File: src/source/lsu_pkg.sv
package lsu_pkg;

	// 17 opcodes do not fit in 4 bits, so the field is 5 bits wide
	typedef enum logic [4:0]
	{
		op_nop   = 5'd0,
		op_lb    = 5'd1,
		op_lbu   = 5'd2,
		op_lh    = 5'd3,
		op_lhu   = 5'd4,
		op_lw    = 5'd5,
		op_sb    = 5'd6,
		op_sh    = 5'd7,
		op_sw    = 5'd8,
		op_mult  = 5'd9,
		op_multu = 5'd10,
		op_div   = 5'd11,
		op_divu  = 5'd12,
		op_mthi  = 5'd13,
		op_mtlo  = 5'd14,
		op_mfhi  = 5'd15,
		op_mflo  = 5'd16
	} op_e;

	typedef enum logic [1:0]
	{
		size_byte = 2'd0,
		size_half = 2'd1,
		size_word = 2'd2
	} size_e;

	// bit 1 selects divide, bit 0 selects signed
	typedef enum logic [1:0]
	{
		md_multu = 2'b00,
		md_mult  = 2'b01,
		md_divu  = 2'b10,
		md_div   = 2'b11
	} muldiv_e;

	localparam logic [31:0] sram_base = 32'hA000_0000; // start of data window
	localparam int div_cycles = 34; // magnitudes + 32 steps + sign fix

endpackage

File: src/source/op_if.sv
`timescale 1ns/1ps

interface op_if;
	import lsu_pkg::*;

	logic    mem_rd;     // load access
	logic    mem_wr;     // store access
	size_e   size;
	logic    sign_ext;   // lb / lh
	logic    md_start;   // already masked by flush
	muldiv_e md_op;
	logic    hilo_wr;    // mthi / mtlo, masked by flush
	logic    hilo_wr_hi;
	logic    hilo_rd_hi; // mfhi selects hi

	modport dec_mp (
		output mem_rd, mem_wr, size, sign_ext,
		output md_start, md_op, hilo_wr, hilo_wr_hi, hilo_rd_hi
	);

	modport mem_mp (
		input mem_rd, mem_wr, size, sign_ext
	);

	modport md_mp (
		input md_start, md_op, hilo_wr, hilo_wr_hi, hilo_rd_hi
	);

endinterface

File: src/source/load_extract.sv
`timescale 1ns/1ps

module load_extract (
	input  logic        clk,
	input  logic        rst,
	op_if.mem_mp        ld,
	input  logic [1:0]  addr_lo,
	input  logic [31:0] sram_rdata,
	output logic        load_valid,
	output logic [31:0] load_data
);
	import lsu_pkg::*;

	size_e       size_q;
	logic        sign_q;
	logic [1:0]  lo_q;
	logic [7:0]  byte_sel;
	logic [15:0] half_sel;

	// read data arrives one cycle after the request
	always_ff @(posedge clk)
	begin
		if (!rst)
			load_valid <= 1'b0;
		else
			load_valid <= ld.mem_rd;
	end

	always_ff @(posedge clk)
	begin
		if (ld.mem_rd)
		begin
			size_q <= ld.size;
			sign_q <= ld.sign_ext;
			lo_q   <= addr_lo;
		end
	end

	assign byte_sel = sram_rdata[8*lo_q +: 8];
	assign half_sel = lo_q[1] ? sram_rdata[31:16] : sram_rdata[15:0];

	always_comb
	begin
		case (size_q)
			size_byte:
				load_data = {{24{sign_q & byte_sel[7]}}, byte_sel};
			size_half:
				load_data = {{16{sign_q & half_sel[15]}}, half_sel};
			default:
				load_data = sram_rdata; // word as is
		endcase
	end

endmodule

File: src/flat_wrapper.sv
// flat-port wrapper written by rule: the top's interface ports become plain ports
module load_extract_flat import lsu_pkg::*;
  (clk, rst, addr_lo, sram_rdata, load_valid, load_data, ld_mem_rd, ld_mem_wr, ld_size, ld_sign_ext);
  op_if ld_i ();
  input  logic clk;
  input  logic rst;
  input  logic [1:0] addr_lo;
  input  logic [31:0] sram_rdata;
  output logic load_valid;
  output logic [31:0] load_data;
  input wire logic [$bits(ld_i.mem_rd)-1:0] ld_mem_rd;
  input wire logic [$bits(ld_i.mem_wr)-1:0] ld_mem_wr;
  input wire logic [$bits(ld_i.size)-1:0] ld_size;
  input wire logic [$bits(ld_i.sign_ext)-1:0] ld_sign_ext;
  assign ld_i.mem_rd = ld_mem_rd;
  assign ld_i.mem_wr = ld_mem_wr;
  assign ld_i.size = ld_size;
  assign ld_i.sign_ext = ld_sign_ext;
  load_extract u_core (.clk(clk), .rst(rst), .ld(ld_i), .addr_lo(addr_lo), .sram_rdata(sram_rdata), .load_valid(load_valid), .load_data(load_data));
endmodule
File: config.mk
export PLATFORM = sky130hd
export DESIGN_NAME = load_extract_flat
export DESIGN_NICKNAME = d
export VERILOG_FILES = /design/src/source/lsu_pkg.sv /design/src/source/op_if.sv /design/src/source/load_extract.sv /design/src/flat_wrapper.sv
export SDC_FILE = /design/constraint.sdc
export NUM_CORES = 1
export LEC_CHECK = 0
export ABC_CLOCK_PERIOD_IN_PS = 2500
export BUFFER_PORTS_ARGS = -buffer_cell sky130_fd_sc_hd__buf_2
export CORE_ASPECT_RATIO = 1.2
export CORE_MARGIN = 1
export CORE_UTILIZATION = 42
export DETAILED_ROUTE_END_ITERATION = 6
export GPL_TIMING_DRIVEN = 0
export PLACE_DENSITY = 0.85
export SETUP_SLACK_MARGIN = 0.15
export SYNTH_ARGS = -nofsm -noshare
export SYNTH_HDL_FRONTEND = slang
export SYNTH_SLANG_ARGS = --single-unit
File: constraint.sdc
create_clock -name clk -period 2.5 [get_ports clk]
set_input_delay 0.125 -clock clk [delete_from_list [all_inputs] [get_ports clk]]
set_output_delay 0.125 -clock clk [all_outputs]
set_load 0.05 [all_outputs]
==> flow_summary.toml <==
[timing]
setup_viol = 0
post-route-period-util = 0.858
finalMaxSlewViolations = 0
max_freq_mhz = 466
rsz0062_at_grt = "false"
finalHoldViolations = 0
finalSetupTns_ns = 0
worstMarginPinSlew_ns = 0.671
timing.final.crit_period_ns = 2.15
max-slew-margin-rel = 0.552
final.setup.worst_slack_ns = 0.355

[clock_tree]
cts_buffer_depth = 2
post_cts_buffers = 0
root_buffer = "clkbuf_4"
cts.sinks = 6
hold_buffers = 0
postCtsResizedCells = 0
tritoncts = "done"
htree_levels = 1
clkTransAtPathRegs_ns = 0.05
cts_buffers = 3

[logic_synthesis]
yosys.area.top_type = "a221o_1"
syn-num-nets = 145
synth_area_leaders = "a221o_1 16%, edfxtp_1 16%, o21ai_2 9.3%"
ys_warn_count = 0
synth.distinct_cells = 28
synth_area_um2 = 938
syn_area_per_cell_um2 = 9.02
yosys.area.top_type_share = 0.160
ys_seq_area_frac = 0.181
ys_ff_latch = 6
syn_inst = 104

[worst_hold_path]
hp-class = "in2reg"

[floorplan]
num_io_pins = 74
core_area_um2 = 2070
start_util = 0.453
die-width_um = 45.2
dieHeight_um = 53.8
rows = 18
die_area_um2 = 2430

[drt]
first_pass_iters = 4
vias = 1190
viasPerCell = 5.67
ant_nets = 0
drc = 0
drtIter0Drc = 20
wl_mm = 2.82
wl_per_cell_um = 13.4

[worst_setup_path]
cp_cell_sequence = "buf_6 -> mux2_4 -> mux2i_2 -> buf_6 -> o21ai_2 -> buf_2"
endpoint_kind = "output pin"
worst_ep_arrival_time_ns = 2.02
path_class = "reg2out"
worstSetupStartpointType = "register"
crit_path_max_fanout = 10
path_common_cell = "buf_6"
slowest_delay_ns = 0.41
cp_slowest_cell = "edfxtp_1"
required_ns = 2.38

[final_layout]
regArea_um2 = 170
final_common_cell = "buf_2"
layout_common_cells = "74 x buf_2, 18 x nand2_1, 15 x a221o_1, 10 x o21ai_2, 8 x and4b_1"
layout-drive-gt1-share = 0.561
n_antenna_cell = 0
fin_nets = 222
multi_input_area_um2 = 702
nFillCells = 192
design_area_um2 = 1360
area_delta_synth_final_pct = 45.2
post-route-util = 0.658

[placement]
place_hpwl_mm = 2.27
place_ws_ns = 0.637
place_congestion = 0.833
placed_area_um2 = 1340
io_buffers = 72

[power]
power.total_mw = 0.737
leakagePower_nw = 0.689
ir_drop_mv = 0.454
power_density_nw_per_um2 = 541

[global_routing]
antenna_found_initial = 0
grt_usage = 0.234
grt_first_pass_wirelength_mm = 4.22
first_global_vias = 1029
grt_overflow_total = 0
grt_max_degree = 11

[run]
drv_cap = 0

[run_status]
status = "complete, no violations"
-- registers in the layout, summed over array words and instances, names as in the netlist --
name,cells
u_core.sign_q,1
u_core.lo_q,2
u_core.size_q,2
u_core.load_valid,1
-- cell type report --
type,count,area share
Inverter,1,0.00275
Clock buffer,4,0.0193
Timing Repair Buffer,72,0.264
Buffer,11,0.0459
Multi-Input combinational cell,86,0.515
Sequential cell,6,0.125
Tap cell,30,0.0275
-- logic make-up (layout without fill, tap and decap cells) --
family / after synthesis / in the layout / share of synthesized area
simple gates: 34 / 34 / 0.223
buf+inv: 12 / 88 / 0.0707
compound gates: 41 / 41 / 0.375
mux: 11 / 11 / 0.151
flops: 6 / 6 / 0.181
-- path summary, 6_finish.rpt --
kind	from	endpoint	depth (start not counted)
worst max-delay path	u_core.lo_q[1]	load_data[20]	6
worst min-delay path	ld_size[0]	u_core.size_q[0]	1
-- critical path: cells and delay by family, from the launching register on --
kind | cells | cell delay (ns)
buffers and inverters | 3 | 0.63
AO/OA/AOI/OAI | 1 | 0.06
flip-flops | 1 | 0.41
multiplexers | 2 | 0.67
-- Yosys cell counts --
master    count
nor2b_1       1
mux2_4        1
dfxtp_1       1
and2_1        1
mux4_2        1
inv_1         1
nand2_1      18
mux2i_2       1
o21ai_0       6
nand2b_2      1
o211ai_1      1
buf_4         1
mux2_2        6
buf_2         2
a22o_1        7
and4b_1       8
buf_6         2
nand2b_1      1
o21ai_2      10
nor2_1        2
a21o_1        2
mux2_1        2
edfxtp_1      5
a221o_1      15
nor3b_4       1
clkbuf_1      5
nand3b_1      1
buf_1         1
-- routing by layer --
layer / vias up / GRT usage / part of all wire
met2: 56 / 0.440 / 0.54
met1: 555 / 0.262 / 0.38
li1: 573 / - / -
met4: 0 / 0.121 / 0.013
met3: 6 / 0.0101 / 0.061
met5: - / 0 / 0
-- through the flow --
| stage | std cells | hold WS (ns) |
|---|---|---|
| 2_1_floorplan | 104 | 0.224 |
| 3_3_place_gp | 206 | 0.302 |
| 3_5_place_dp | 206 | 0.303 |
| 4_1_cts | 210 | 0.0295 |
| 5_1_grt | 210 | 0.0390 |
| 6_report | 210 | 0.0450 |
-- power breakdown --
group          internal (mW)  leakage, nW  total (mW)  switching [mW]
Combinational          0.154        0.616       0.515           0.361
Clock                 0.0608       0.0150       0.100          0.0394
Sequential             0.117       0.0573       0.122         0.00480
Total                  0.332        0.689       0.737           0.405
No activity file was read; power rests on OpenSTA's default activity.
