## src/source/lsu_pkg.sv

```systemverilog
package lsu_pkg;

	// 17 opcodes do not fit in 4 bits, so the field is 5 bits wide
	typedef enum logic [4:0]
	{
		op_nop   = 5'd0,
		op_lb    = 5'd1,
		op_lbu   = 5'd2,
		op_lh    = 5'd3,
		op_lhu   = 5'd4,
		op_lw    = 5'd5,
		op_sb    = 5'd6,
		op_sh    = 5'd7,
		op_sw    = 5'd8,
		op_mult  = 5'd9,
		op_multu = 5'd10,
		op_div   = 5'd11,
		op_divu  = 5'd12,
		op_mthi  = 5'd13,
		op_mtlo  = 5'd14,
		op_mfhi  = 5'd15,
		op_mflo  = 5'd16
	} op_e;

	typedef enum logic [1:0]
	{
		size_byte = 2'd0,
		size_half = 2'd1,
		size_word = 2'd2
	} size_e;

	// bit 1 selects divide, bit 0 selects signed
	typedef enum logic [1:0]
	{
		md_multu = 2'b00,
		md_mult  = 2'b01,
		md_divu  = 2'b10,
		md_div   = 2'b11
	} muldiv_e;

	localparam logic [31:0] sram_base = 32'hA000_0000; // start of data window
	localparam int div_cycles = 34; // magnitudes + 32 steps + sign fix

endpackage

```

## src/source/op_if.sv

```systemverilog
`timescale 1ns/1ps

interface op_if;
	import lsu_pkg::*;

	logic    mem_rd;     // load access
	logic    mem_wr;     // store access
	size_e   size;
	logic    sign_ext;   // lb / lh
	logic    md_start;   // already masked by flush
	muldiv_e md_op;
	logic    hilo_wr;    // mthi / mtlo, masked by flush
	logic    hilo_wr_hi;
	logic    hilo_rd_hi; // mfhi selects hi

	modport dec_mp (
		output mem_rd, mem_wr, size, sign_ext,
		output md_start, md_op, hilo_wr, hilo_wr_hi, hilo_rd_hi
	);

	modport mem_mp (
		input mem_rd, mem_wr, size, sign_ext
	);

	modport md_mp (
		input md_start, md_op, hilo_wr, hilo_wr_hi, hilo_rd_hi
	);

endinterface

```

## src/source/op_decode.sv

```systemverilog
`timescale 1ns/1ps

module op_decode (
	input lsu_pkg::op_e op,
	input logic         flush,
	op_if.dec_mp        dec
);
	import lsu_pkg::*;

	logic is_md;
	logic is_mt;

	assign is_md = op inside {op_mult, op_multu, op_div, op_divu};
	assign is_mt = op inside {op_mthi, op_mtlo};

	// memory side
	assign dec.mem_rd   = op inside {op_lb, op_lbu, op_lh, op_lhu, op_lw};
	assign dec.mem_wr   = op inside {op_sb, op_sh, op_sw};
	assign dec.sign_ext = op inside {op_lb, op_lh};

	always_comb
	begin
		case (op)
			op_lb, op_lbu, op_sb:
				dec.size = size_byte;
			op_lh, op_lhu, op_sh:
				dec.size = size_half;
			default:
				dec.size = size_word;
		endcase
	end

	always_comb
	begin
		case (op)
			op_mult:
				dec.md_op = md_mult;
			op_div:
				dec.md_op = md_div;
			op_divu:
				dec.md_op = md_divu;
			default:
				dec.md_op = md_multu;
		endcase
	end

	// a flushed op must not touch hi/lo
	assign dec.md_start = is_md & ~flush;
	assign dec.hilo_wr  = is_mt & ~flush;

	assign dec.hilo_wr_hi = (op == op_mthi);
	assign dec.hilo_rd_hi = (op == op_mfhi); // mflo and others read lo

endmodule

```

## src/flat_wrapper.sv

```systemverilog
// flat-port wrapper written by rule: the top's interface ports become plain ports
module op_decode_flat import lsu_pkg::*;
  (op, flush, dec_mem_rd, dec_mem_wr, dec_size, dec_sign_ext, dec_md_start, dec_md_op, dec_hilo_wr, dec_hilo_wr_hi, dec_hilo_rd_hi);
  op_if dec_i ();
  input lsu_pkg::op_e op;
  input logic flush;
  output wire logic [$bits(dec_i.mem_rd)-1:0] dec_mem_rd;
  output wire logic [$bits(dec_i.mem_wr)-1:0] dec_mem_wr;
  output wire logic [$bits(dec_i.size)-1:0] dec_size;
  output wire logic [$bits(dec_i.sign_ext)-1:0] dec_sign_ext;
  output wire logic [$bits(dec_i.md_start)-1:0] dec_md_start;
  output wire logic [$bits(dec_i.md_op)-1:0] dec_md_op;
  output wire logic [$bits(dec_i.hilo_wr)-1:0] dec_hilo_wr;
  output wire logic [$bits(dec_i.hilo_wr_hi)-1:0] dec_hilo_wr_hi;
  output wire logic [$bits(dec_i.hilo_rd_hi)-1:0] dec_hilo_rd_hi;
  assign dec_mem_rd = dec_i.mem_rd;
  assign dec_mem_wr = dec_i.mem_wr;
  assign dec_size = dec_i.size;
  assign dec_sign_ext = dec_i.sign_ext;
  assign dec_md_start = dec_i.md_start;
  assign dec_md_op = dec_i.md_op;
  assign dec_hilo_wr = dec_i.hilo_wr;
  assign dec_hilo_wr_hi = dec_i.hilo_wr_hi;
  assign dec_hilo_rd_hi = dec_i.hilo_rd_hi;
  op_decode u_core (.op(op), .flush(flush), .dec(dec_i));
endmodule
```

## config.mk

```make
export PLATFORM = sky130hd
export DESIGN_NAME = op_decode_flat
export DESIGN_NICKNAME = d
export VERILOG_FILES = /design/src/source/lsu_pkg.sv /design/src/source/op_if.sv /design/src/source/op_decode.sv /design/src/flat_wrapper.sv
export SDC_FILE = /design/constraint.sdc
export NUM_CORES = 1
export LEC_CHECK = 0
export BUFFER_PORTS_ARGS = -buffer_cell sky130_fd_sc_hd__buf_2
export CAP_MARGIN = 20
export CORE_AREA = 2 2 39 41
export DETAILED_ROUTE_END_ITERATION = 16
export DIE_AREA = 0 0 41 43
export SYNTH_ARGS = -nofsm -noshare
export SYNTH_HDL_FRONTEND = slang
export SYNTH_SLANG_ARGS = --single-unit
```

## constraint.sdc

```tcl
create_clock -name vclk -period 1.4
set_input_delay 0.28 -clock vclk [all_inputs]
set_output_delay 0.28 -clock vclk [all_outputs]
set_load 0.05 [all_outputs]
```

==> out/summary.log <==
qor: status.status complete, but fails checks
qor: status.violations setup timing
qor: synth.synth_sequential_area_ratio 0
qor: place.dpl_cell_area 462 µm²
qor: place.dpl_worst_slack -265 ps
qor: place.gp_congestion 0.744
qor: synth.synth_area_per_cell 6.49 µm²
qor: grt.grtUsageTotal 0.0980
qor: sta.fin_worst_setup_slack -108 ps
qor: synth.yosys.cell_types.count 17
qor: finish.post-route-cell-area 561 µm²
qor: synth.yosys_warnings 0
qor: grt.grt_pass1_wl 1280 µm
qor: routing.post-route-drc-count 0
qor: finish.final_cell_count_no_fill 69
qor: finish.fraction_of_final_layout_cells_sized_beyond_drive_strength_1 0.811
qor: die.core_area 1380 µm²
qor: worst_setup_path.timing.critical_path.to_type output port
qor: routing.routedWlPerCell 10.2 µm
qor: sta.relSlewSlack 0.826
qor: worst_setup_path.critPathKind in2out
qor: sta.setup_tns -110 ps
qor: synth.xor_xnor_share_of_the_synthesized_area 0.100
qor: worst_setup_path.crit_slowest_cell sky130_fd_sc_hd__or4b_4
qor: synth.syn-cell-area 175 µm²
qor: finish.antenna_cells_inserted 0
qor: run.cap_violations 0
qor: finish.ff_latch_area 0 µm²
qor: sta.timing_max_transition_violations_final 0
qor: routing.drt_iter0_markers 2
qor: sta.finish_stage_setup_viols 2
qor: synth.synth_compound_area_frac 0.207
qor: routing.route.antenna.remaining_nets 0
qor: pwr.post-layout-total-power 175 µW
qor: synth.synth_fa_ha_area_frac 0
qor: grt.grt_antenna_before_repair 0
qor: worst_hold_path.hold_path_class in2out
qor: sta.worst_hold_slack 857 ps
qor: worst_setup_path.cp_cell_sequence buf_8 -> or4b_4 -> a21oi_4 -> buf_6
qor: grt.largest_net_degree_at_the_start_of_global_routing 8
qor: grt.overflow 0
qor: place.dp_hpwl 613 µm
qor: pwr.vdd_ir_drop_max 0.111 mV
qor: worst_setup_path.worstPathArrival 1230 ps
qor: sta.final-hold-violation-count 0
qor: worst_setup_path.worst-endpoint-required 1120 ps
qor: sta.max_slew.worst_pin.slew 261 ps
qor: worst_setup_path.cp-start-kind input port
qor: routing.drt-total-wl 705 µm
qor: synth.synth_mux_area_frac 0
qor: sta.post_layout_min_period 1510 ps
qor: die.floorplan.initialDensity 0.127
qor: sta.rsz0062_at_grt yes
qor: die.die-height 43 µm
qor: worst_setup_path.crit_fanout 4
qor: routing.vias 291
qor: die.die_area 1760 µm²
qor: grt.first_global_vias 307
qor: sta.layout_worst_path_cycle_share 1.08
qor: worst_setup_path.slowest_stage_delay_cp 540 ps
qor: synth.synth_fp_nets 33
qor: clocking.holdBufCountCts 0
qor: die.top_level_ports 17
qor: synth.synthesis.instances 27
qor: finish.area_growth_syn_to_layout 220%
qor: finish.fin_nets 61
qor: pwr.power.leakage 0.223 nW
qor: synth.synth_area_in_simple_gates 0.571
qor: finish.numSequentialCells 0
qor: routing.drt_pass1_iterations 2
qor: synth.synth_top_cell_by_area sky130_fd_sc_hd__nand3b_1
qor: finish.postLayoutCoreUtil 0.405
qor: place.port_buffers 17
qor: place.placed_cell_count 69
qor: synth.synth_top_area_share 0.129
qor: clocking.cts.repair_timing.setup_buffer_count 0
qor: finish.n_clock_buffer 0
qor: die.die_span_x 41 µm
qor: pwr.power_density 313 nW/µm²
qor: synth.ranking_of_synthesized_cells_by_area sky130_fd_sc_hd__nand3b_1 13%, sky130_fd_sc_hd__nor3_1 8.6%, sky130_fd_sc_hd__nand2b_1 7.1%, sky130_fd_sc_hd__buf_6 6.4%, sky130_fd_sc_hd__nor2_1 6.4%
qor: synth.synth_top_family_by_area simple AND/OR/NAND/NOR gates
qor: sta.fmax 0.663 GHz
qor: routing.avgViaCountPerCell 4.22
qor: die.rows 14
where the power goes:
part	switching (mW)	internal (mW)
Combinational	0.0942	0.0812
Sequential	0	0
Clock	0	0
Total	0.0942	0.0812
cells by family after synthesis:
logic type | Yosys count
XOR/XNOR | 2
AND/OR/NAND/NOR | 16
buffers and inverters | 3
AO/OA/AOI/OAI | 6
cells in the mapped netlist, drive strengths merged, types with 2 or more instances:
master	number
nor3	3
buf	3
nor2	3
nand2b	2
a21oi	2
o21ai	2
nand3b	3
cell type report:
| type | instances | area [µm²] |
|---|---|---|
| Multi-Input combinational cell | 24 | 269 |
| Fill cell | 147 | 823 |
| Tap cell | 16 | 20.0 |
| Timing Repair Buffer | 29 | 272 |
layout by cell type, fill, tap and decap left out:
cell type	instances
sky130_fd_sc_hd__a2111oi_4	1
sky130_fd_sc_hd__buf_4	10
sky130_fd_sc_hd__buf_2	4
sky130_fd_sc_hd__o21ai_2	1
sky130_fd_sc_hd__buf_8	3
sky130_fd_sc_hd__xnor2_1	1
sky130_fd_sc_hd__nor4b_4	1
sky130_fd_sc_hd__or3b_4	1
sky130_fd_sc_hd__o21ai_1	1
sky130_fd_sc_hd__nand3b_1	3
sky130_fd_sc_hd__nor3_4	1
sky130_fd_sc_hd__nand2b_1	2
sky130_fd_sc_hd__nor3_2	2
sky130_fd_sc_hd__buf_6	11
sky130_fd_sc_hd__xor2_1	1
sky130_fd_sc_hd__nand2_1	1
sky130_fd_sc_hd__nor2_2	2
sky130_fd_sc_hd__or4b_4	1
sky130_fd_sc_hd__nor2_1	1
sky130_fd_sc_hd__clkbuf_4	1
sky130_fd_sc_hd__nor3b_4	1
sky130_fd_sc_hd__a21boi_4	1
sky130_fd_sc_hd__a21oi_4	2
what timing repair did:
item,in CTS,in global routing
pin swaps,5,0
gates resized for setup,27,6
setup endpoints to repair,10,9
routing by layer:
layer	GRT usage	share of wire	routed length, µm	vias up
met1	0.137	0.42	296	133
met3	0	0.041	29	0
li1	-	-	-	150
met4	0	0	0	0
met5	0	0	0	-
met2	0.172	0.54	379	8
critical path: cells and delay by family:
family                 cells  cell delay [ps]
buffers and inverters      2              270
and+or+nand+nor            1              540
AOI/OAI and AO/OA          1              140
final timing paths:
path / start / end / slack [ps] / cells after the start
min: op[1] / dec_mem_rd / 860 / 3
max: op[2] / dec_mem_wr / -110 / 4
No activity file was read; power rests on OpenSTA's default activity.
