`src/source/lsu_pkg.sv`:
```
package lsu_pkg;

	// 17 opcodes do not fit in 4 bits, so the field is 5 bits wide
	typedef enum logic [4:0]
	{
		op_nop   = 5'd0,
		op_lb    = 5'd1,
		op_lbu   = 5'd2,
		op_lh    = 5'd3,
		op_lhu   = 5'd4,
		op_lw    = 5'd5,
		op_sb    = 5'd6,
		op_sh    = 5'd7,
		op_sw    = 5'd8,
		op_mult  = 5'd9,
		op_multu = 5'd10,
		op_div   = 5'd11,
		op_divu  = 5'd12,
		op_mthi  = 5'd13,
		op_mtlo  = 5'd14,
		op_mfhi  = 5'd15,
		op_mflo  = 5'd16
	} op_e;

	typedef enum logic [1:0]
	{
		size_byte = 2'd0,
		size_half = 2'd1,
		size_word = 2'd2
	} size_e;

	// bit 1 selects divide, bit 0 selects signed
	typedef enum logic [1:0]
	{
		md_multu = 2'b00,
		md_mult  = 2'b01,
		md_divu  = 2'b10,
		md_div   = 2'b11
	} muldiv_e;

	localparam logic [31:0] sram_base = 32'hA000_0000; // start of data window
	localparam int div_cycles = 34; // magnitudes + 32 steps + sign fix

endpackage

```
`src/source/op_if.sv`:
```
`timescale 1ns/1ps

interface op_if;
	import lsu_pkg::*;

	logic    mem_rd;     // load access
	logic    mem_wr;     // store access
	size_e   size;
	logic    sign_ext;   // lb / lh
	logic    md_start;   // already masked by flush
	muldiv_e md_op;
	logic    hilo_wr;    // mthi / mtlo, masked by flush
	logic    hilo_wr_hi;
	logic    hilo_rd_hi; // mfhi selects hi

	modport dec_mp (
		output mem_rd, mem_wr, size, sign_ext,
		output md_start, md_op, hilo_wr, hilo_wr_hi, hilo_rd_hi
	);

	modport mem_mp (
		input mem_rd, mem_wr, size, sign_ext
	);

	modport md_mp (
		input md_start, md_op, hilo_wr, hilo_wr_hi, hilo_rd_hi
	);

endinterface

```
`src/source/hilo_unit.sv`:
```
`timescale 1ns/1ps

module hilo_unit (
	input  logic        clk,
	input  logic        rst,
	op_if.md_mp         md,
	input  logic [31:0] a,
	input  logic [31:0] b,
	output logic        busy,
	output logic [31:0] hilo_data
);
	import lsu_pkg::*;

	typedef enum logic {st_free, st_busy} state_e;

	state_e state;
	logic [$clog2(div_cycles)-1:0] cnt;
	logic [31:0] hi;
	logic [31:0] lo;

	logic        mul_go;
	logic        div_go;
	logic        div_done;
	logic [63:0] mul_a;
	logic [63:0] mul_b;
	logic [63:0] prod;

	logic [31:0] dvd_q; // operands held for the whole divide
	logic [31:0] dvs_q;
	logic        sgn_q;
	logic [31:0] rem;
	logic [31:0] quo;
	logic [31:0] mag;   // divisor magnitude
	logic [32:0] trial;
	logic        neg_quo;
	logic        neg_rem;
	logic [31:0] quo_fix;
	logic [31:0] rem_fix;

	assign busy = (state == st_busy);

	// ops arriving while busy are dropped
	assign mul_go   = md.md_start & ~md.md_op[1] & ~busy;
	assign div_go   = md.md_start & md.md_op[1] & ~busy;
	assign div_done = busy && (cnt == div_cycles - 1);

	// single multiplier, operands extended by sign or zero
	assign mul_a = (md.md_op == md_mult) ? {{32{a[31]}}, a} : {32'b0, a};
	assign mul_b = (md.md_op == md_mult) ? {{32{b[31]}}, b} : {32'b0, b};
	assign prod  = mul_a * mul_b;

	assign trial = {rem, quo[31]} - {1'b0, mag};

	assign neg_quo = sgn_q & (dvd_q[31] ^ dvs_q[31]);
	assign neg_rem = sgn_q & dvd_q[31]; // remainder follows dividend
	assign quo_fix = neg_quo ? -quo : quo;
	assign rem_fix = neg_rem ? -rem : rem;

	always_ff @(posedge clk)
	begin
		if (!rst)
		begin
			state <= st_free;
			cnt   <= '0;
		end
		else if (div_go)
		begin
			state <= st_busy;
			cnt   <= '0;
		end
		else if (div_done)
			state <= st_free;
		else if (busy)
			cnt <= cnt + 1'b1;
	end

	always_ff @(posedge clk)
	begin
		if (div_go)
		begin
			dvd_q <= a;
			dvs_q <= b;
			sgn_q <= md.md_op[0];
		end
		else if (busy && cnt == 0)
		begin
			// take magnitudes
			rem <= '0;
			quo <= (sgn_q & dvd_q[31]) ? -dvd_q : dvd_q;
			mag <= (sgn_q & dvs_q[31]) ? -dvs_q : dvs_q;
		end
		else if (busy && !div_done)
		begin
			if (!trial[32])
			begin
				rem <= trial[31:0];
				quo <= {quo[30:0], 1'b1};
			end
			else
			begin
				rem <= {rem[30:0], quo[31]};
				quo <= {quo[30:0], 1'b0};
			end
		end
	end

	always_ff @(posedge clk)
	begin
		if (!rst)
		begin
			hi <= '0;
			lo <= '0;
		end
		else if (mul_go)
			{hi, lo} <= prod;
		else if (div_done)
		begin
			hi <= rem_fix;
			lo <= quo_fix;
		end
		else if (md.hilo_wr && !busy)
		begin
			if (md.hilo_wr_hi)
				hi <= a;
			else
				lo <= a;
		end
	end

	assign hilo_data = md.hilo_rd_hi ? hi : lo;

endmodule

```
`src/flat_wrapper.sv`:
```
// flat-port wrapper written by rule: the top's interface ports become plain ports
module hilo_unit_flat import lsu_pkg::*;
  (clk, rst, a, b, busy, hilo_data, md_md_start, md_md_op, md_hilo_wr, md_hilo_wr_hi, md_hilo_rd_hi);
  op_if md_i ();
  input  logic clk;
  input  logic rst;
  input  logic [31:0] a;
  input  logic [31:0] b;
  output logic busy;
  output logic [31:0] hilo_data;
  input wire logic [$bits(md_i.md_start)-1:0] md_md_start;
  input wire logic [$bits(md_i.md_op)-1:0] md_md_op;
  input wire logic [$bits(md_i.hilo_wr)-1:0] md_hilo_wr;
  input wire logic [$bits(md_i.hilo_wr_hi)-1:0] md_hilo_wr_hi;
  input wire logic [$bits(md_i.hilo_rd_hi)-1:0] md_hilo_rd_hi;
  assign md_i.md_start = md_md_start;
  assign md_i.md_op = md_md_op;
  assign md_i.hilo_wr = md_hilo_wr;
  assign md_i.hilo_wr_hi = md_hilo_wr_hi;
  assign md_i.hilo_rd_hi = md_hilo_rd_hi;
  hilo_unit u_core (.clk(clk), .rst(rst), .md(md_i), .a(a), .b(b), .busy(busy), .hilo_data(hilo_data));
endmodule
```
`config.mk`:
```
export PLATFORM = sky130hd
export DESIGN_NAME = hilo_unit_flat
export DESIGN_NICKNAME = d
export VERILOG_FILES = /design/src/source/lsu_pkg.sv /design/src/source/op_if.sv /design/src/source/hilo_unit.sv /design/src/flat_wrapper.sv
export SDC_FILE = /design/constraint.sdc
export NUM_CORES = 2
export LEC_CHECK = 0
export BUFFER_PORTS_ARGS = -buffer_cell sky130_fd_sc_hd__clkbuf_2
export CAP_MARGIN = 10
export CORE_UTILIZATION = 60
export CTS_BUF_LIST = sky130_fd_sc_hd__clkbuf_16
export CTS_CLUSTER_DIAMETER = 150
export DETAILED_ROUTE_END_ITERATION = 12
export PLACE_DENSITY = 0.81
export SLEW_MARGIN = 20
export SYNTH_ARGS = -nofsm -noshare
export SYNTH_HDL_FRONTEND = slang
export SYNTH_SLANG_ARGS = --single-unit
export TNS_END_PERCENT = 1
```
`constraint.sdc`:
```
create_clock -name clk -period 22.2 [get_ports clk]
set_input_delay 2.22 -clock clk [delete_from_list [all_inputs] [get_ports clk]]
set_output_delay 2.22 -clock clk [all_outputs]
set_load 0.03 [all_outputs]
```
==> impl_metrics.ini <==
[clock_tree]
cts_setup_buffers = 0
cts_made_buffers = 24
hold_buffers = 0
cts_sinks = 232
cts_resized = 0
clk_path_buf_depth = 3
cts_root_buf = clkbuf_16
htreeDepth = 1
clk_latency_ns = 0.54
cts_tree = built
clkTransAtPathRegs_ns = 0.06

[place]
gp_congestion = 1.04
post_dp_cell_area_um2 = 62900
port_buffers = 104
placedCellCount = 7793
dp_hpwl_mm = 138

[run_status]
status = finished clean

[yosys]
synth_flop_cell = edfxtp_1
synth.top_cell.area_share_pct = 46.5
async_reset_ff_share_pct = 0
synth.top_cells.by_count = inv_1 (1584), fa_1 (1424), nand2_1 (759)
synth.distinct_cells = 76
synth_edf_count = 161
synth_warnings = 0
yosysTopAreaCell = fa_1
syn-mean-instance-area_um2 = 9.31
synthesis.nets = 8428
synth_cells = 6589
synth-seq-cells = 232
synth_area_um2 = 61400
ys_top_cells_by_area = fa_1 (46%), inv_1 (9.7%), edfxtp_1 (7.9%), ha_1 (7.0%), and2_1 (5.2%)
synth_most_common_cell = inv_1
ys_seq_area_share_pct = 10.2

[die]
pin_count = 105
core_um2 = 101000
start_util_pct = 60.9
row_count = 116
die_y_um = 322
die_w_um = 322
die-area_um2 = 104000

[setup_path]
endpoint = u_core.hi[31]$_SDFFE_PN0P_
r2r_setup_slack_ns = 17.92
reg2reg_depth = 14
crit_family = adder cells
critPathKind = primary input to register
crit_start = md_md_op[1]
worst_setup_path_end_kind = register
r2r-start = u_core.quo[31]$_DFFE_PP_
crit_slowest_cell = fa_1
path_buf_inv = 7
cp.required_ns = 22.66
path_depth = 31
worstPathArrival_ns = 12.83
critPathMaxFanout = 24
cp_common_cell = fa_1
cp-start-kind = primary input
rr_endpoint = u_core.rem[0]$_SDFFCE_PP0P_
cpPeakStageDelay_ns = 0.92

[sta]
fin_tns_setup_ns = 0
maxSlewViolCount = 0
timing.final.crit_share_pct = 55.7
setup_viol = 0
maxSlewHeadroom_pct = 21.2
tightest_slew_ns = 1.18
fmax_mhz = 80.9
hold_viol = 0
hold_slack_ns = 0.453
period_minus_slack_ns = 12.36
rsz0062_at_grt = no
skew_ns = 0.0137

[route]
first_pass_iters = 6
wl_mm = 176
routedWlPerCell_um = 22.5
drt-initial-drc-count = 4223
detail-route-antenna-nets = 0
vias = 45600
viasPerCell = 5.82
drc = 0

[grt]
grt_max_degree = 101
track_usage_pct = 35.4
grt_pass1_wl_mm = 278
first_global_vias = 49200
overflow = 0
antenna_found_initial = 12

[hold_path]
hold_class = register to register

[finish]
nets = 8301
fin_cells = 7844
synthToLayoutAreaGrowth_pct = 3.68
fillCellCount = 8095
final_layout_size_suffix_gt1_share_pct = 3.90
final_area_um2 = 63600

[job]
cap_viol_max_count = 0
placed cells by master (no fill, tap or decap), types with 95 or more instances in the layout:
cell type / instances
xnor2_1: 160
fa_1: 1424
o21ai_0: 142
nor2_1: 202
xor2_1: 95
nand2_1: 758
clkbuf_2: 104
edfxtp_1: 161
and2_1: 513
a21oi_1: 241
inv_1: 1593
ha_1: 343
cell type report:
| class | count | area (µm²) | share of cell area (%) |
|---|---|---|---|
| Multi-Input combinational cell | 4451 | 48000 | 75.4 |
| Antenna cell | 7 | 17.5 | 0.0275 |
| Clock inverter | 19 | 101 | 0.159 |
| Clock buffer | 25 | 626 | 0.983 |
| Sequential cell | 232 | 6260 | 9.83 |
| Tap cell | 1357 | 1700 | 2.67 |
| Timing Repair Buffer | 168 | 1000 | 1.57 |
| Inverter | 1585 | 5950 | 9.35 |
layer usage:
metal / up-vias / GRT usage [%] / part of all wire, %
met3: 483 / 6.27 / 11
li1: 19500 / - / -
met1: 23100 / 47.3 / 38
met4: 4 / 17.0 / 5.5
met5: - / 0 / 0.013
met2: 2521 / 56.5 / 46
registers in the layout (all words and copies together) (netlist names):
| signal | cells |
|---|---|
| u_core.dvd_q | 32 |
| u_core.quo | 32 |
| u_core.rem | 32 |
| u_core.busy | 1 |
| u_core.dvs_q | 32 |
| u_core.hi | 32 |
| u_core.cnt | 6 |
| u_core.lo | 32 |
| u_core.mag | 32 |
| u_core.sgn_q | 1 |
logic make-up after synthesis:
group                    after synthesis  synth area share (%)
adder cells (fa/ha/maj)             1769                  53.5
multiplexers                          38                 0.687
AO/OA/AOI/OAI                        686                  6.90
flip-flops                           232                  10.2
buffers and inverters               1906                  11.7
XOR/XNOR                             255                  3.64
AND/OR/NAND/NOR                     1703                  13.4
worst min-delay path by stage:
| stage | from | end | slack [ns] | cells after the start |
|---|---|---|---|---|
| 2_1_floorplan | u_core.lo[28]$_SDFFE_PN0P_ | u_core.lo[28]$_SDFFE_PN0P_ | 0.43 | 2 |
| 3_3_place_gp | u_core.lo[28]$_SDFFE_PN0P_ | u_core.lo[28]$_SDFFE_PN0P_ | 0.44 | 2 |
| 3_5_place_dp | u_core.hi[0]$_SDFFE_PN0P_ | u_core.hi[0]$_SDFFE_PN0P_ | 0.44 | 2 |
| 4_1_cts | u_core.hi[0]$_SDFFE_PN0P_ | u_core.hi[0]$_SDFFE_PN0P_ | 0.45 | 2 |
| 5_1_grt | u_core.hi[0]$_SDFFE_PN0P_ | u_core.hi[0]$_SDFFE_PN0P_ | 0.48 | 2 |
| 6_report | u_core.hi[0]$_SDFFE_PN0P_ | u_core.hi[0]$_SDFFE_PN0P_ | 0.45 | 2 |
worst min-delay path: stages (launching register included):
cell and delay, ns:
dfxtp_1 0.31, nand2_1 0.05, a21oi_1 0.05
stage by stage:
stage                     setup WS (ns)  utilization [%]
final                              9.84             63.2
after global routing               9.32             63.2
after CTS                          9.93             63.1
after detailed placement           9.39             62.4
after global placement             9.60             62.4
after floorplan                   11.09                -
Power is not shown: default switching activity piles up to over one toggle a cycle in this logic, so the estimate is an artifact.
