## config.mk

```make
export PLATFORM = sky130hd
export DESIGN_NAME = store_lane_flat
export DESIGN_NICKNAME = d
export VERILOG_FILES = /design/src/source/lsu_pkg.sv /design/src/source/op_if.sv /design/src/source/store_lane.sv /design/src/flat_wrapper.sv
export SDC_FILE = /design/constraint.sdc
export NUM_CORES = 1
export LEC_CHECK = 0
export ABC_AREA = 1
export BUFFER_PORTS_ARGS = -buffer_cell sky130_fd_sc_hd__buf_4
export CAP_MARGIN = 20
export CORE_UTILIZATION = 28
export DETAILED_ROUTE_END_ITERATION = 8
export GPL_TIMING_DRIVEN = 0
export PLACE_DENSITY = 0.83
export SETUP_SLACK_MARGIN = 0.3
export SYNTH_ARGS = -nofsm -noshare
export SYNTH_HDL_FRONTEND = slang
export SYNTH_SLANG_ARGS = --single-unit
```

## constraint.sdc

```tcl
create_clock -name vclk -period 1
set_clock_uncertainty 0.1 [all_clocks]
set_input_delay 0.2 -clock vclk [all_inputs]
set_output_delay 0.2 -clock vclk [all_outputs]
set_load 0.1 [all_outputs]
```

## src/source/lsu_pkg.sv

```systemverilog
package lsu_pkg;

	// 17 opcodes do not fit in 4 bits, so the field is 5 bits wide
	typedef enum logic [4:0]
	{
		op_nop   = 5'd0,
		op_lb    = 5'd1,
		op_lbu   = 5'd2,
		op_lh    = 5'd3,
		op_lhu   = 5'd4,
		op_lw    = 5'd5,
		op_sb    = 5'd6,
		op_sh    = 5'd7,
		op_sw    = 5'd8,
		op_mult  = 5'd9,
		op_multu = 5'd10,
		op_div   = 5'd11,
		op_divu  = 5'd12,
		op_mthi  = 5'd13,
		op_mtlo  = 5'd14,
		op_mfhi  = 5'd15,
		op_mflo  = 5'd16
	} op_e;

	typedef enum logic [1:0]
	{
		size_byte = 2'd0,
		size_half = 2'd1,
		size_word = 2'd2
	} size_e;

	// bit 1 selects divide, bit 0 selects signed
	typedef enum logic [1:0]
	{
		md_multu = 2'b00,
		md_mult  = 2'b01,
		md_divu  = 2'b10,
		md_div   = 2'b11
	} muldiv_e;

	localparam logic [31:0] sram_base = 32'hA000_0000; // start of data window
	localparam int div_cycles = 34; // magnitudes + 32 steps + sign fix

endpackage

```

## src/source/op_if.sv

```systemverilog
`timescale 1ns/1ps

interface op_if;
	import lsu_pkg::*;

	logic    mem_rd;     // load access
	logic    mem_wr;     // store access
	size_e   size;
	logic    sign_ext;   // lb / lh
	logic    md_start;   // already masked by flush
	muldiv_e md_op;
	logic    hilo_wr;    // mthi / mtlo, masked by flush
	logic    hilo_wr_hi;
	logic    hilo_rd_hi; // mfhi selects hi

	modport dec_mp (
		output mem_rd, mem_wr, size, sign_ext,
		output md_start, md_op, hilo_wr, hilo_wr_hi, hilo_rd_hi
	);

	modport mem_mp (
		input mem_rd, mem_wr, size, sign_ext
	);

	modport md_mp (
		input md_start, md_op, hilo_wr, hilo_wr_hi, hilo_rd_hi
	);

endinterface

```

## src/source/store_lane.sv

```systemverilog
`timescale 1ns/1ps

module store_lane (
	op_if.mem_mp        st,
	input  logic [31:0] addr,
	input  logic [31:0] wdata_in,
	output logic        sram_en,
	output logic [3:0]  sram_wen,
	output logic [31:0] sram_addr,
	output logic [31:0] sram_wdata
);
	import lsu_pkg::*;

	assign sram_en = st.mem_rd | st.mem_wr;

	// physical address inside the sram window
	assign sram_addr = {addr[31:2], 2'b00} - sram_base;

	always_comb
	begin
		sram_wen = 4'b0000;
		if (st.mem_wr)
		begin
			case (st.size)
				size_byte:
					sram_wen = 4'b0001 << addr[1:0];
				size_half:
					sram_wen = addr[1] ? 4'b1100 : 4'b0011;
				default:
					sram_wen = 4'b1111;
			endcase
		end
	end

	// lanes not enabled carry don't-care copies
	always_comb
	begin
		case (st.size)
			size_byte:
				sram_wdata = {4{wdata_in[7:0]}};
			size_half:
				sram_wdata = {2{wdata_in[15:0]}};
			default:
				sram_wdata = wdata_in;
		endcase
	end

endmodule

```

## src/flat_wrapper.sv

```systemverilog
// flat-port wrapper written by rule: the top's interface ports become plain ports
module store_lane_flat import lsu_pkg::*;
  (addr, wdata_in, sram_en, sram_wen, sram_addr, sram_wdata, st_mem_rd, st_mem_wr, st_size, st_sign_ext);
  op_if st_i ();
  input  logic [31:0] addr;
  input  logic [31:0] wdata_in;
  output logic sram_en;
  output logic [3:0] sram_wen;
  output logic [31:0] sram_addr;
  output logic [31:0] sram_wdata;
  input wire logic [$bits(st_i.mem_rd)-1:0] st_mem_rd;
  input wire logic [$bits(st_i.mem_wr)-1:0] st_mem_wr;
  input wire logic [$bits(st_i.size)-1:0] st_size;
  input wire logic [$bits(st_i.sign_ext)-1:0] st_sign_ext;
  assign st_i.mem_rd = st_mem_rd;
  assign st_i.mem_wr = st_mem_wr;
  assign st_i.size = st_size;
  assign st_i.sign_ext = st_sign_ext;
  store_lane u_core (.st(st_i), .addr(addr), .wdata_in(wdata_in), .sram_en(sram_en), .sram_wen(sram_wen), .sram_addr(sram_addr), .sram_wdata(sram_wdata));
endmodule
```

==> flow_summary_export.csv, run 1 <==
group,metric,value,unit
synthesis,synth_warnings,0,
outcome,haltStage,"3_5_place_dp",
outcome,error,"Error: detail_place.tcl, 38 bad optional access",
floorplanning,row_count,18,
synthesis,synthCells,136,
floorplanning,die_y,54.2,µm
synthesis,syn_area,762,µm²
floorplanning,io_pins,138,
place,place.gp.congestion,0.739,
outcome,status,"aborted with a tool error",
synthesis,ys_seq_area_share,0,%
synthesis,syn_avg_cell_area,5.60,µm²
floorplanning,die_w,54.2,µm
floorplanning,start_util,30.2,%
synthesis,synth_cell_type_count,15,
place,io_buffers,106,
[cell families after synthesis]
logic type                 synth area share, %
xor gates and xnor gates                  1.15
and+or+nand+nor                           43.8
AOI/OAI and AO/OA                         5.25
other                                    0.492
adders and majority gates                 1.64
buffers and inverters                     47.6
[per-stage QoR]
step              area (µm²)  hold WS (ns)  setup TNS, ns  setup WS (ns)
global placement        2470         0.606         -11.83         -0.441
floorplan               1640         0.462          -8.00         -0.880
[cells in the mapped netlist]
cell,count,share of area (%)
nor2_1,6,3.0
xnor2_1,1,1.1
buf_4,39,38
inv_1,5,2.5
ha_1,1,1.6
buf_6,4,5.9
or2_2,1,0.82
nand3_2,2,2.6
inv_4,1,0.82
nor2_8,1,2.6
nand3_1,14,9.2
o21ai_0,6,3.9
o21ai_1,2,1.3
conb_1,1,0.49
nand2_1,52,26
==> run 2: changes to the inputs <==
CORE_AREA = 2 2 63 65   (was default)
CORE_UTILIZATION = default   (was 28)
DIE_AREA = 0 0 65 67   (was default)
PLACE_DENSITY = default   (was 0.83)
PLACE_DENSITY_LB_ADDON = 0.15   (was default)
SETUP_SLACK_MARGIN = default   (was 0.3)
==> flow_summary_export.csv, run 2 <==
group,metric,value,unit
route,avgViaCountPerCell,4.34,
power_and_ir_drop,sequentialPowerShare,0,%
critical_path,crit_path_start_kind,"input port",
finish,final_nets,324,
synthesis,synth_cell_type_count,15,
place,io_buffers,106,
critical_path,cp_data_required_time,0.70,ns
floorplanning,die_y,67,µm
route,ant_nets,0,
power_and_ir_drop,p_comb_share,100.0,%
outcome,status,"finished, violations left",
route,drc,0,
min_path,hp-class,"in -> out",
outcome,violations,"negative setup slack",
synthesis,synthTopCellsByArea,"buf_4 38%, nand2_1 26%, nand3_1 9.2%",
floorplanning,io_pins,138,
critical_path,cp-startpoint,"st_size[0]",
synthesis,synth_most_common_cell,"nand2_1",
place,placed_cells,291,
floorplanning,start_util,21.1,%
synthesis,synthTopCellsByCount,"52 x nand2_1, 39 x buf_4, 14 x nand3_1",
place,place.gp.congestion,0.696,
synthesis,synthCells,136,
power_and_ir_drop,p_sw_share,65.7,%
finish,fill_cells,211,
job,maxCapViolCount,0,
route,drtIter0Drc,7,
power_and_ir_drop,power.internal,0.00100,W
finish,clock_buffers,0,
finish,stdcell_count,300,
global_route,track_usage,18.7,%
sta,fmax,799,MHz
route,routedWlPerCell,14.0,µm
power_and_ir_drop,p_switching,0.00192,W
critical_path,worstSetupPathType,"in -> out",
global_route,grt_first_pass_wirelength,6410,µm
critical_path,timing.critical_path.to,"sram_wdata[30]",
finish,final_common_cell,"buf_4",
finish,drive_above_1_share,92.9,%
critical_path,end_kind,"output pin",
finish,register_area,0,µm²
power_and_ir_drop,power_density,964,nW/µm²
place,dp_hpwl,2870,µm
sta,min_period_over_period,125,%
critical_path,cp.arrival,0.95,ns
floorplanning,die-area,4360,µm²
synthesis,yosysTopAreaCellShare,38.4,%
sta,rsz0062_at_grt,"yes",
synthesis,synth_warnings,0,
synthesis,syn_avg_cell_area,5.60,µm²
finish,final_cell_mix,"105 x buf_4, 34 x buf_12, 26 x nand2_8, 12 x buf_6",
global_route,grt_max_degree,11,
power_and_ir_drop,clockPowerShare,0,%
floorplanning,row_count,22,
sta,holdWs,0.627,ns
sta,finalHoldViolCount,0,
global_route,grt_pass1_vias,1387,
critical_path,crit_path_max_fanout,8,
sta,min_period,1.25,ns
global_route,grt_overflow_total,0,
power_and_ir_drop,p_leak,1.43,nW
synthesis,yosys.area.top_type,"buf_4",
sta,setup_viol,31,
sta,report.final.slew_viol_count,0,
power_and_ir_drop,vdd_ir_drop_max,710,µV
route,vias,1301,
finish,final_core_util,84.0,%
global_route,antenna_found_initial,0,
finish,seq_cells,0,
finish,layout-area-overhead-vs-synth,298,%
synthesis,ys_seq_area_share,0,%
route,wirelength,4190,µm
route,dr.pass1.iters,4,
synthesis,syn_area,762,µm²
floorplanning,die_w,65,µm
sta,setup_slack,-0.251,ns
finish,diodes,0,
floorplanning,coreArea,3610,µm²
[run 2: per-layer routing]
layer  vias up  wire length, µm  global-route usage, %
li1        623                -                      -
met1       599             1250                   18.8
met2        79             2570                   41.1
met3         0              373                   3.04
met4         0                0                      0
met5         -                0                      0
[run 2: kinds of logic after synthesis]
family	count (synthesis)	share of synthesized area, %
AO/OA/AOI/OAI	8	5.25
XOR/XNOR	1	1.15
adder cells (fa/ha/maj)	1	1.64
buffers and inverters	49	47.6
AND/OR/NAND/NOR	76	43.8
other	1	0.492
[run 2: worst min-delay path by stage]
stage                start              to  slack [ns]  cells after the start
3_5_place_dp      addr[26]   sram_addr[26]        0.63                      2
3_3_place_gp      addr[18]   sram_addr[18]        0.63                      2
4_1_cts           addr[26]   sram_addr[26]        0.63                      2
6_report          addr[18]   sram_addr[18]        0.63                      2
5_1_grt           addr[11]   sram_addr[11]        0.63                      2
2_1_floorplan  wdata_in[4]  sram_wdata[20]        0.47                      2
[run 2: timing repair]
action | in CTS | in global routing
endpoints found under the setup margin | 37 | 32
gates resized for setup | 119 | 4
pin swaps | 23 | 7
gates cloned | 3 | 0
hold buffers | 0 | 0
buffers inserted | 4 | 2
[run 2: cell type report]
type | count | area [µm²] | area share [%]
Inverter | 6 | 42.5 | 1.40
Timing Repair Buffer | 115 | 1370 | 45.1
Multi-Input combinational cell | 88 | 1170 | 38.5
Tap cell | 48 | 60.1 | 1.98
Buffer | 43 | 392 | 12.9
[run 2: critical path: stages]
cell,delay (ns)
buf_12,0.12
nor2_8,0.13
buf_12,0.16
nand2_4,0.08
nand3_4,0.08
buf_12,0.17
[run 2: power by group through the flow]
stage	registers, W	clock network (W)	logic (W)
3_3_place_gp	0	0	0.00246
2_1_floorplan	0	0	0.00199
6_report	0	0	0.00292
5_1_grt	0	0	0.00300
3_5_place_dp	0	0	0.00247
4_1_cts	0	0	0.00290
[run 2: per-stage QoR]
stage	TNS (ns)	instance area [µm²]	worst slack, ns	total power (W)
4_1_cts	-6.55	3000	-0.260	0.00290
2_1_floorplan	-8.00	1510	-0.880	0.00199
5_1_grt	-7.16	3030	-0.285	0.00300
6_report	-6.26	3030	-0.251	0.00292
3_5_place_dp	-12.51	2360	-0.469	0.00247
3_3_place_gp	-12.39	2360	-0.461	0.00246
Note: power is estimated with default switching activity, not from simulation.
==> run 3: changes to the inputs <==
MAX_ROUTING_LAYER = met4   (was default)
==> flow_summary_export.csv, run 3 (synthesized netlist as in run 2, its figures left out) <==
group,metric,value,unit
outcome,status,"finished, violations left",
outcome,violations,"negative setup slack",
place,io_buffers,106,
finish,seq_cells,0,
finish,register_area,0,µm²
sta,rsz0062_at_grt,"yes",
global_route,grt_pass1_vias,1391,
sta,finalHoldViolCount,0,
floorplanning,die_w,65,µm
sta,fin_tns_setup,-6.26,ns
min_path,min_path_cells,2,
critical_path,worstSetupPathType,"in -> out",
finish,diodes,0,
floorplanning,io_pins,138,
critical_path,crit_path_start_kind,"input port",
floorplanning,die-area,4360,µm²
min_path,min_from,"addr[18]",
power_and_ir_drop,report.power.total,0.00292,W
floorplanning,die_y,67,µm
route,avgViaCountPerCell,4.33,
sta,fmax,799,MHz
finish,final_common_cell,"buf_4",
critical_path,cp.arrival,0.95,ns
route,routedWlPerCell,14.0,µm
global_route,track_usage,19.1,%
finish,final_core_util,84.0,%
place,dp_hpwl,2870,µm
route,vias,1300,
clocking,hold_buffers,0,
floorplanning,coreArea,3610,µm²
min_path,hp-class,"in -> out",
global_route,antenna_found_initial,0,
power_and_ir_drop,p_sw_share,65.7,%
power_and_ir_drop,p_comb_share,100.0,%
critical_path,end_kind,"output pin",
floorplanning,row_count,22,
power_and_ir_drop,power.internal,0.00100,W
critical_path,crit_path_max_fanout,8,
power_and_ir_drop,p_switching,0.00192,W
finish,clock_buffers,0,
power_and_ir_drop,sequentialPowerShare,0,%
power_and_ir_drop,vdd_ir_drop_max,710,µV
route,drc,0,
critical_path,cp_data_required_time,0.70,ns
global_route,grt_overflow_total,0,
finish,drive_above_1_share,92.9,%
floorplanning,start_util,21.1,%
global_route,grt_max_degree,11,
route,ant_nets,0,
finish,final_cell_mix,"105 x buf_4, 34 x buf_12, 26 x nand2_8, 12 x buf_6",
power_and_ir_drop,clockPowerShare,0,%
route,dr.pass1.iters,4,
finish,layout-area-overhead-vs-synth,298,%
route,wirelength,4190,µm
sta,setup_slack,-0.251,ns
sta,setup_viol,31,
global_route,grt_first_pass_wirelength,6400,µm
job,maxCapViolCount,0,
sta,min_period_over_period,125,%
power_and_ir_drop,p_leak,1.43,nW
sta,min_period,1.25,ns
power_and_ir_drop,power_density,964,nW/µm²
route,drtIter0Drc,7,
sta,report.final.slew_viol_count,0,
place,place.gp.congestion,0.704,
min_path,hold_path_end,"sram_addr[18]",
finish,final_nets,324,
-- run 3: cell counts in the layout (fill, tap and decap cells not counted) --
No cell type changed its count.
-- run 3: layout make-up --
class              instances  area (µm²)
fillers                  211         577
repair buffers           115        1370
well taps                 48        60.1
inverters                  6        42.5
multi-input cells         88        1170
plain buffers             43         392
-- run 3: metrics by stage --
| stage | hold slack (ns) | cells | worst slack [ns] | instance area, µm² |
|---|---|---|---|---|
| floorplan | 0.473 | 137 | -0.880 | 1510 |
| global placement | 0.626 | 291 | -0.461 | 2360 |
| detailed placement | 0.627 | 291 | -0.469 | 2360 |
| CTS | 0.627 | 298 | -0.260 | 3000 |
| global route | 0.629 | 300 | -0.285 | 3030 |
| finish | 0.627 | 300 | -0.251 | 3030 |
-- run 3: worst max path at each step --
stage	startpoint	to	slack [ns]	depth (start not counted)
floorplan	addr[29]	sram_addr[31]	-0.88	3
global placement	st_size[0]	sram_wdata[28]	-0.46	5
detailed placement	st_size[0]	sram_wdata[28]	-0.47	5
CTS	st_size[1]	sram_wdata[30]	-0.26	6
global route	st_size[0]	sram_wdata[26]	-0.28	6
finish	st_size[0]	sram_wdata[30]	-0.25	6
-- run 3: power groups by stage --
stage	Clock, W	Combinational [W]	Sequential, W
5_1_grt	0	0.00300	0
4_1_cts	0	0.00290	0
3_3_place_gp	0	0.00246	0
6_report	0	0.00292	0
3_5_place_dp	0	0.00247	0
2_1_floorplan	0	0.00199	0
-- run 3: worst max-delay path: stages --
cell	delay, ns
buf_12	0.12
nor2_8	0.13
buf_12	0.16
nand2_4	0.08
nand3_4	0.08
buf_12	0.17
-- run 3: repair_timing --
item | 4_1_cts | 5_1_grt
cloned | 3 | 0
setup endpoints to repair | 37 | 32
gates resized for setup | 119 | 4
pin swaps | 23 | 7
buffers inserted | 4 | 2
-- run 3: routing by layer --
metal / wire (µm) / vias to the layer above / global-route usage (%)
met1: 1300 / 598 / 19.6
met4: 0 / 0 / 0
met3: 319 / 0 / 1.69
met2: 2570 / 79 / 41.1
met5: 0 / - / -
li1: - / 623 / -
